--- config.mk ---
export PLATFORM = sky130hd
export DESIGN_NAME = mpmc_top
export DESIGN_NICKNAME = d
export VERILOG_FILES = /design/src/source/mpmc_wb_pkg.sv /design/src/source/mpmc_app_pkg.sv /design/src/source/mpmc_req_arbiter.sv /design/src/source/mpmc_req_fifo.sv /design/src/source/mpmc_mem_sequencer.sv /design/src/source/mpmc_resp_router.sv /design/src/source/mpmc_top.sv
export SDC_FILE = /design/constraint.sdc
export NUM_CORES = 2
export LEC_CHECK = 0
export BUFFER_PORTS_ARGS = -buffer_cell sky130_fd_sc_hd__buf_2
export CORE_AREA = 2 2 594 596
export CTS_BUF_LIST = sky130_fd_sc_hd__clkbuf_8
export CTS_CLUSTER_SIZE = 16
export DETAILED_ROUTE_END_ITERATION = 7
export DIE_AREA = 0 0 596 598
export PLACE_DENSITY_LB_ADDON = 0.05
export RECOVER_POWER = 25
export SYNTH_ARGS = -nofsm -noshare
export SYNTH_HDL_FRONTEND = slang
export SYNTH_SLANG_ARGS = --single-unit
--- constraint.sdc ---
create_clock -name mem_ui_clk -period 18.3 [get_ports mem_ui_clk]
set_input_delay 3.66 -clock mem_ui_clk [delete_from_list [all_inputs] [get_ports mem_ui_clk]]
set_output_delay 3.66 -clock mem_ui_clk [all_outputs]
set_load 0.03 [all_outputs]
--- src/source/mpmc_wb_pkg.sv ---
`default_nettype none

// ==============================
// channel side definitions
// ==============================

package mpmc_wb_pkg;

	localparam int NUM_CH = 4;
	localparam int ADR_W  = 32;
	localparam int DATA_W = 128;
	localparam int SEL_W  = 16;

	typedef logic [1:0] ch_id_t;

	// one Wishbone classic request as seen on a channel port
	typedef struct packed {
		logic              cyc;
		logic              stb;
		logic              we;
		logic [ADR_W-1:0]  adr;
		logic [SEL_W-1:0]  sel;
		logic [DATA_W-1:0] dat;
	} wb_req_t;

	// response back to the master
	typedef struct packed {
		logic              ack;
		logic [DATA_W-1:0] dat;
	} wb_resp_t;

	// request word held in the queue, tagged with its channel
	typedef struct packed {
		logic              stb;
		logic              we;
		logic [ADR_W-1:0]  adr;
		logic [SEL_W-1:0]  sel;
		logic [DATA_W-1:0] dat;
		ch_id_t            cid;
	} req_entry_t;

endpackage

`default_nettype wire

--- src/source/mpmc_app_pkg.sv ---
`default_nettype none

// ==============================
// memory side definitions
// ==============================

package mpmc_app_pkg;

	localparam int APP_ADR_W  = 29;
	localparam int FIFO_DEPTH = 8;
	localparam int FIFO_AFULL = 6;
	localparam int FIFO_PTR_W = $clog2(FIFO_DEPTH);
	localparam int FIFO_CNT_W = $clog2(FIFO_DEPTH + 1);

	// opcodes as used on the DDR user interface
	typedef enum logic [2:0] {
		APP_WRITE = 3'd0,
		APP_READ  = 3'd1
	} app_cmd_e;

	typedef enum logic [1:0] {
		ST_IDLE,
		ST_CMD,
		ST_WDATA,
		ST_RWAIT
	} seq_state_e;

	// command port
	typedef struct packed {
		logic                 en;
		app_cmd_e             cmd;
		logic [APP_ADR_W-1:0] addr;
	} app_req_t;

	// write data port, last is the strip end flag
	typedef struct packed {
		logic                             wren;
		logic                             last;
		logic [mpmc_wb_pkg::DATA_W-1:0]   data;
		logic [mpmc_wb_pkg::SEL_W-1:0]    mask;
	} app_wdf_t;

	// one finished request on its way back to a channel
	typedef struct packed {
		logic                           valid;
		mpmc_wb_pkg::ch_id_t            cid;
		logic [mpmc_wb_pkg::DATA_W-1:0] data;
	} cpl_t;

endpackage

`default_nettype wire

--- src/source/mpmc_req_arbiter.sv ---
`timescale 1ns/1ns
`default_nettype none

module mpmc_req_arbiter import mpmc_wb_pkg::*; (
	input  logic       clk,
	input  logic       rst,
	input  wb_req_t    ch_req [NUM_CH],
	input  logic       almost_full,
	output logic       push,
	output req_entry_t entry
);

	logic [NUM_CH-1:0] stb_now;
	logic [NUM_CH-1:0] stb_q;
	logic [NUM_CH-1:0] rise;
	logic [NUM_CH-1:0] pending;
	ch_id_t            last_ch;
	ch_id_t            gnt_ch;
	logic              gnt_valid;

	// ==============================
	// new request detection
	// ==============================

	always_comb begin
		for (int i = 0; i < NUM_CH; i++) begin
			stb_now[i] = ch_req[i].cyc & ch_req[i].stb;
		end
	end

	// a strobe counts once, on its rising edge
	assign rise = stb_now & ~stb_q;

	// ==============================
	// round robin select
	// ==============================

	// search starts one past the last channel granted
	always_comb begin
		ch_id_t idx;
		gnt_valid = 1'b0;
		gnt_ch = last_ch;
		for (int k = 1; k <= NUM_CH; k++) begin
			idx = ch_id_t'((last_ch + k) % NUM_CH);
			if (!gnt_valid && pending[idx]) begin
				gnt_valid = 1'b1;
				gnt_ch = idx;
			end
		end
		// hold everything off while the queue is close to full
		if (almost_full)
			gnt_valid = 1'b0;
	end

	always_ff @(posedge clk) begin
		if (rst) begin
			stb_q <= '0;
			pending <= '0;
			last_ch <= ch_id_t'(NUM_CH - 1);
			push <= 1'b0;
		end else begin
			stb_q <= stb_now;
			push <= gnt_valid;
			if (gnt_valid)
				last_ch <= gnt_ch;
			for (int i = 0; i < NUM_CH; i++) begin
				if (rise[i])
					pending[i] <= 1'b1;
				else if (gnt_valid && gnt_ch == ch_id_t'(i))
					pending[i] <= 1'b0;
			end
		end
	end

	// tagged copy of the granted request
	always_ff @(posedge clk) begin
		if (gnt_valid) begin
			entry.stb <= ch_req[gnt_ch].stb;
			entry.we <= ch_req[gnt_ch].we;
			entry.adr <= ch_req[gnt_ch].adr;
			entry.sel <= ch_req[gnt_ch].sel;
			entry.dat <= ch_req[gnt_ch].dat;
			entry.cid <= gnt_ch;
		end
	end

endmodule

`default_nettype wire

--- src/source/mpmc_req_fifo.sv ---
`timescale 1ns/1ns
`default_nettype none

module mpmc_req_fifo import mpmc_wb_pkg::*, mpmc_app_pkg::*; (
	input  logic       clk,
	input  logic       rst,
	input  logic       push,
	input  logic       pop,
	input  req_entry_t din,
	output req_entry_t dout,
	output logic       not_empty,
	output logic       almost_full
);

	req_entry_t            mem [FIFO_DEPTH];
	logic [FIFO_PTR_W-1:0] wr_ptr;
	logic [FIFO_PTR_W-1:0] rd_ptr;
	logic [FIFO_CNT_W-1:0] count;
	logic                  do_push;
	logic                  do_pop;

	// a push into a full queue is dropped
	assign do_push = push && (count != FIFO_CNT_W'(FIFO_DEPTH));
	assign do_pop  = pop && not_empty;

	always_ff @(posedge clk) begin
		if (do_push)
			mem[wr_ptr] <= din;
	end

	always_ff @(posedge clk) begin
		if (rst) begin
			wr_ptr <= '0;
			rd_ptr <= '0;
			count <= '0;
		end else begin
			if (do_push)
				wr_ptr <= (wr_ptr == FIFO_PTR_W'(FIFO_DEPTH - 1)) ? '0 : wr_ptr + 1'b1;
			if (do_pop)
				rd_ptr <= (rd_ptr == FIFO_PTR_W'(FIFO_DEPTH - 1)) ? '0 : rd_ptr + 1'b1;
			case ({do_push, do_pop})
				2'b10: count <= count + 1'b1;
				2'b01: count <= count - 1'b1;
				default: count <= count;
			endcase
		end
	end

	// head is shown straight from the buffer
	assign dout        = mem[rd_ptr];
	assign not_empty   = (count != '0);
	assign almost_full = (count >= FIFO_CNT_W'(FIFO_AFULL));

endmodule

`default_nettype wire

--- src/source/mpmc_mem_sequencer.sv ---
`timescale 1ns/1ns
`default_nettype none

module mpmc_mem_sequencer import mpmc_wb_pkg::*, mpmc_app_pkg::*; (
	input  logic              clk,
	input  logic              rst,
	input  req_entry_t        head,
	input  logic              not_empty,
	output logic              pop,
	input  logic              app_rdy,
	input  logic              app_wdf_rdy,
	input  logic              app_rd_data_valid,
	input  logic [DATA_W-1:0] app_rd_data,
	output app_req_t          cmd,
	output app_wdf_t          wdf,
	output cpl_t              cpl
);

	seq_state_e        state;
	req_entry_t        cur;
	logic [DATA_W-1:0] wr_data;
	logic [DATA_W-1:0] rd_data_q;
	logic              rd_done_q;
	logic              wr_done;

	// ==============================
	// request sequencing
	// ==============================

	assign pop = (state == ST_IDLE) && not_empty;

	always_ff @(posedge clk) begin
		if (rst) begin
			state <= ST_IDLE;
			rd_done_q <= 1'b0;
		end else begin
			rd_done_q <= 1'b0;
			case (state)
				ST_IDLE: begin
					if (not_empty)
						state <= ST_CMD;
				end
				ST_CMD: begin
					// stays here with en held until the controller takes it
					if (app_rdy)
						state <= cur.we ? ST_WDATA : ST_RWAIT;
				end
				ST_WDATA: begin
					if (app_wdf_rdy)
						state <= ST_IDLE;
				end
				ST_RWAIT: begin
					if (app_rd_data_valid) begin
						state <= ST_IDLE;
						rd_done_q <= 1'b1;
					end
				end
				default: state <= ST_IDLE;
			endcase
		end
	end

	// popped entry stays put until the next pop
	always_ff @(posedge clk) begin
		if (pop)
			cur <= head;
	end

	// only one read is outstanding, so a single register is enough
	always_ff @(posedge clk) begin
		if (state == ST_RWAIT && app_rd_data_valid)
			rd_data_q <= app_rd_data;
	end

	// ==============================
	// memory port
	// ==============================

	// byte lanes without a select go out as ff
	always_comb begin
		for (int b = 0; b < SEL_W; b++) begin
			wr_data[b*8 +: 8] = cur.sel[b] ? cur.dat[b*8 +: 8] : 8'hff;
		end
	end

	assign cmd.en   = (state == ST_CMD);
	assign cmd.cmd  = cur.we ? APP_WRITE : APP_READ;
	assign cmd.addr = APP_ADR_W'({cur.adr[ADR_W-1:4], 4'b0000});

	// single strip, so end goes with every write
	assign wdf.wren = (state == ST_WDATA);
	assign wdf.last = (state == ST_WDATA);
	assign wdf.data = wr_data;
	assign wdf.mask = ~cur.sel;

	// ==============================
	// completion
	// ==============================

	assign wr_done = (state == ST_WDATA) && app_wdf_rdy;

	// write completes as the data is taken, read one cycle after the data returns
	assign cpl.valid = wr_done | rd_done_q;
	assign cpl.cid   = cur.cid;
	assign cpl.data  = wr_done ? wr_data : rd_data_q;

endmodule

`default_nettype wire

--- src/source/mpmc_resp_router.sv ---
`timescale 1ns/1ns
`default_nettype none

module mpmc_resp_router import mpmc_wb_pkg::*, mpmc_app_pkg::*; (
	input  logic     clk,
	input  logic     rst,
	input  cpl_t     cpl,
	output wb_resp_t ch_resp [NUM_CH]
);

	logic [NUM_CH-1:0] hit;
	logic [NUM_CH-1:0] ack_q;
	logic [DATA_W-1:0] dat_q [NUM_CH];

	// channel decode of the completion tag
	always_comb begin
		for (int i = 0; i < NUM_CH; i++) begin
			hit[i] = cpl.valid && (cpl.cid == ch_id_t'(i));
		end
	end

	always_ff @(posedge clk) begin
		if (rst)
			ack_q <= '0;
		else
			ack_q <= hit;
	end

	// each channel keeps its own copy so dat holds between acks
	always_ff @(posedge clk) begin
		for (int i = 0; i < NUM_CH; i++) begin
			if (hit[i])
				dat_q[i] <= cpl.data;
		end
	end

	always_comb begin
		for (int i = 0; i < NUM_CH; i++) begin
			ch_resp[i].ack = ack_q[i];
			ch_resp[i].dat = dat_q[i];
		end
	end

endmodule

`default_nettype wire

--- src/source/mpmc_top.sv ---
`timescale 1ns/1ns
`default_nettype none

module mpmc_top import mpmc_wb_pkg::*, mpmc_app_pkg::*; (
	input  logic                 mem_ui_clk,
	input  logic                 rst,
	input  wb_req_t              ch_req [NUM_CH],
	output wb_resp_t             ch_resp [NUM_CH],
	input  logic                 app_rdy,
	input  logic                 app_wdf_rdy,
	input  logic                 app_rd_data_valid,
	input  logic [DATA_W-1:0]    app_rd_data,
	output logic                 app_en,
	output logic                 app_wdf_wren,
	output logic                 app_wdf_end,
	output app_cmd_e             app_cmd,
	output logic [APP_ADR_W-1:0] app_addr,
	output logic [DATA_W-1:0]    app_wdf_data,
	output logic [SEL_W-1:0]     app_wdf_mask
);

	req_entry_t arb_entry;
	req_entry_t fifo_head;
	logic       arb_push;
	logic       fifo_afull;
	logic       fifo_not_empty;
	logic       seq_pop;
	app_req_t   cmd_s;
	app_wdf_t   wdf_s;
	cpl_t       cpl_s;

	mpmc_req_arbiter u_arb (
		.clk(mem_ui_clk),
		.rst(rst),
		.ch_req(ch_req),
		.almost_full(fifo_afull),
		.push(arb_push),
		.entry(arb_entry)
	);

	mpmc_req_fifo u_fifo (
		.clk(mem_ui_clk),
		.rst(rst),
		.push(arb_push),
		.pop(seq_pop),
		.din(arb_entry),
		.dout(fifo_head),
		.not_empty(fifo_not_empty),
		.almost_full(fifo_afull)
	);

	mpmc_mem_sequencer u_seq (
		.clk(mem_ui_clk),
		.rst(rst),
		.head(fifo_head),
		.not_empty(fifo_not_empty),
		.pop(seq_pop),
		.app_rdy(app_rdy),
		.app_wdf_rdy(app_wdf_rdy),
		.app_rd_data_valid(app_rd_data_valid),
		.app_rd_data(app_rd_data),
		.cmd(cmd_s),
		.wdf(wdf_s),
		.cpl(cpl_s)
	);

	mpmc_resp_router u_router (
		.clk(mem_ui_clk),
		.rst(rst),
		.cpl(cpl_s),
		.ch_resp(ch_resp)
	);

	// memory port pins
	assign app_en       = cmd_s.en;
	assign app_cmd      = cmd_s.cmd;
	assign app_addr     = cmd_s.addr;
	assign app_wdf_wren = wdf_s.wren;
	assign app_wdf_end  = wdf_s.last;
	assign app_wdf_data = wdf_s.data;
	assign app_wdf_mask = wdf_s.mask;

endmodule

`default_nettype wire

==> out/metrics.csv <==
metric,value,unit
Final Hold Slack,410.7,ps
clock tree from TritonCTS,yes,
number of DRC violations after detailed routing,0,
maximum achievable frequency,153.2,MHz
Final Net Count,6970,
GR Overflow Total,0,
clk_skew,72.67,ps
antenna violations before repair,57,
Crit Reg-Reg Endpoint,u_arb.entry[30]$_DFFE_PP_,
Yosys warning count,0,
Worst Path Max Fanout,47,
"commonest non-fill, non-tap cells in the layout","sky130_fd_sc_hd__edfxtp_1, sky130_fd_sc_hd__buf_2, sky130_fd_sc_hd__mux2i_1",
"Async S/R FF share, synth",0,
CP peak stage delay,660,ps
Synth cell types,52,
"Gates resized, CTS repair",0,
wire length per cell after detailed routing,27.23,µm
number of buffers inserted for hold repair after clock tree synthesis,0,
max-slew violation total from the final report,0,
number of fillers in the final layout,34287,
maximum number of pins on one net before global-route repair,96,
Core Rows,218,
Clk Tree Root Cell,sky130_fd_sc_hd__clkbuf_8,
clk sink count,2388,
wire length on met3,19580,µm
detailed-placement wirelength estimate,193300,µm
number of iterations in the first detailed-routing pass,5,
worst hold path type,flip-flop to flip-flop,
H-tree depth,5,
buffer levels on the longest clock path,4,
CTS buffer count,430,
share of layout cells above drive strength 1,0.4126,
post-route minimum period,6528,ps
first-pass GRT wire length,410500,µm
critical path data arrival time,7200,ps
result of the run,completed,
CP Data Required Time,18980,ps
"Top cell by count, worst path",sky130_fd_sc_hd__buf_4,
placed cell count,10302,
drt first-iter violations,3189,
Post-Syn Instances,4294,
Layout Utilization,0.3180,
Area after DPL,103700,µm²
portion of the post-synthesis area used by sequential elements,0.7860,
floorplan die width,596,µm
critical setup path kind,input pin to flip-flop,
Power Density,140.8,nW/µm²
Worst Max-Slew Pin Slew,1183,ps
detailed-route vias per instance,4.305,
count of input and output buffers,1509,
average size of a mapped cell,21.16,µm²
launch point of the worst hold path,u_arb.stb_q[1]$_SDFF_PP0_,
number of cells on the worst hold path,1,
Setup crit end kind,flip-flop,
clock insertion delay at the later pin of the skew report,1070,ps
uppermost metal layer occupied by signal nets,met5,
starting density of the core,0.2591,
logic depth of the worst register-to-register path,8,
max cap viols,0,
max_slew headroom,0.2114,
static power due to leakage,39.79,nW
worst reg2reg setup slack,13350,ps
unrepaired setup endpoints after global routing,no,
vias in the first global route,51094,
Antenna Nets Post-Route,0,
Setup Total Neg Slack,0,ps
placeable core area,350800,µm²
met1 wire length,126600,µm
overall die area,356400,µm²
gpl congestion,0.7712,
"Design Area, Final",111500,µm²
clock transition at the register clock pins on the worst setup and hold paths after CTS,60,ps
count of flip-flops with a built-in enable after synthesis,2360,
share of the cycle needed by the critical path after routing,0.3567,
DIE HEIGHT,598,µm
worst voltage drop across the vdd grid,0.0001043,V
CP Launch Type,input pin,
Yosys reg bits,2388,
Setup Buffers After CTS,0,
number of primary I/O pins,1544,
Final setup violation count,0,
"Slowest-stage cell, CP",sky130_fd_sc_hd__buf_4,
met2 WL post-DR,150200,µm
"Primary FF master, synth",sky130_fd_sc_hd__edfxtp_1,
cell-by-cell trace of the critical path,"buf_2, and2_4, buf_4, o21ai_0, nor2_4, buf_4, buf_4, buf_4",
Final Hold Vio Count,0,
final non-filler cell total,11099,
vias after detailed routing,47786,
hold path endpoint,u_arb.pending[1]$_SDFFE_PP0P_,
post-synth design cell area,90870,µm²
overall routed net length,302200,µm
Syn-to-layout area delta,22.75,%
Total GRT Usage,0.1641,
Critical R2R Launch,u_arb.last_ch[1]$_SDFFE_PP1P_,
most common library cell in the layout ignoring fill and taps,sky130_fd_sc_hd__edfxtp_1,
-- registers in the layout, summed over array words and instances (netlist names), 3 cells and up --
register / flops
u_arb.entry: 172
u_fifo.rd_ptr: 3
u_fifo.count: 4
u_seq.cur: 145
u_arb.stb_q: 4
u_arb.pending: 4
u_seq.rd_data_q: 128
u_router.dat_q: 512
u_fifo.wr_ptr: 3
u_seq.cmd: 25
u_router.ack_q: 4
u_fifo.mem: 1376
-- layer usage --
layer | vias to the layer above | GRT usage
li1 | 20937 | -
met1 | 24708 | 0.2081
met2 | 1724 | 0.2829
met3 | 411 | 0.03946
met4 | 6 | 0.03617
met5 | - | 0
-- kinds of logic after synthesis --
logic type | synth area share
flip-flops | 0.7860
multiplexers | 0.1632
AND/OR/NAND/NOR | 0.02890
buffers and inverters | 0.01789
AO/OA/AOI/OAI | 0.002589
adder cells (fa/ha/maj) | 0.0009638
XOR/XNOR | 0.0003856
other | 0.00004127
-- power by group --
| group | total [mW] | switching (mW) | internal [mW] | leakage (nW) |
|---|---|---|---|---|
| logic | 3.42 | 2.19 | 1.23 | 13.5 |
| registers | 7.61 | 0.515 | 7.10 | 21.7 |
| clock network | 4.68 | 2.31 | 2.37 | 4.54 |
-- per-stage QoR --
step | total power, mW | setup slack [ps]
after floorplan | 9.884 | 55.54
after global placement | 11.32 | 10550
after detailed placement | 11.32 | 10540
after CTS | 16.12 | 11560
after global routing | 16.54 | 11600
final | 15.71 | 11770
-- layout make-up --
type                       count  area (µm²)  share of cell area
antenna                       18       45.04           0.0004038
clock buffer                 433        5959             0.05343
clock inverter               346        1867             0.01674
inverter                      24       105.1           0.0009423
multi-input combinational   1669       17950              0.1609
sequential                  2388       71440              0.6405
tap                         4620        5781             0.05182
timing repair buffer        1601        8393             0.07525
-- worst max path at each step --
stage | endpoint | startpoint
final | u_router.dat_q[1][36]$_DFFE_PP_ | app_wdf_rdy
after global routing | u_router.dat_q[1][38]$_DFFE_PP_ | app_wdf_rdy
after CTS | app_wdf_data[125] | u_seq.cur[145]$_DFFE_PP_
after detailed placement | u_router.dat_q[3][64]$_DFFE_PP_ | app_wdf_rdy
after global placement | u_router.dat_q[3][64]$_DFFE_PP_ | app_wdf_rdy
after floorplan | u_fifo.mem[0][0]$_DFFE_PP_ | u_fifo.count[1]$_SDFFE_PP0P_
-- synth_stat cells (3+ instances only) --
cell type	instances	area [µm²]
sky130_fd_sc_hd__nor2_1	22	82.58
sky130_fd_sc_hd__or3_1	3	18.77
sky130_fd_sc_hd__a21oi_1	13	65.06
sky130_fd_sc_hd__nor3b_1	3	22.52
sky130_fd_sc_hd__o21ai_0	4	20.02
sky130_fd_sc_hd__buf_6	9	101.4
sky130_fd_sc_hd__mux4_2	344	7747
sky130_fd_sc_hd__o31ai_1	3	22.52
sky130_fd_sc_hd__buf_12	22	440.4
sky130_fd_sc_hd__mux2i_1	514	5145
sky130_fd_sc_hd__buf_2	62	310.3
sky130_fd_sc_hd__nand2b_1	135	844.6
sky130_fd_sc_hd__xor2_1	3	26.28
sky130_fd_sc_hd__ha_1	7	87.58
sky130_fd_sc_hd__nand2_1	399	1498
sky130_fd_sc_hd__inv_1	22	82.58
sky130_fd_sc_hd__buf_1	20	75.07
sky130_fd_sc_hd__dfxtp_1	28	560.5
sky130_fd_sc_hd__edfxtp_1	2360	70870
sky130_fd_sc_hd__nor3_1	9	45.04
sky130_fd_sc_hd__buf_4	47	352.8
sky130_fd_sc_hd__clkbuf_1	50	187.7
sky130_fd_sc_hd__clkbuf_4	7	52.55
sky130_fd_sc_hd__mux2_2	172	1937
-- worst max-delay path, delay by kind of cell --
kind,cells,cell delay [ps]
buffers and inverters,5,2200
AND/OR/NAND/NOR,2,730
AO/OA/AOI/OAI,1,410
(Power assumes the default switching activity.)
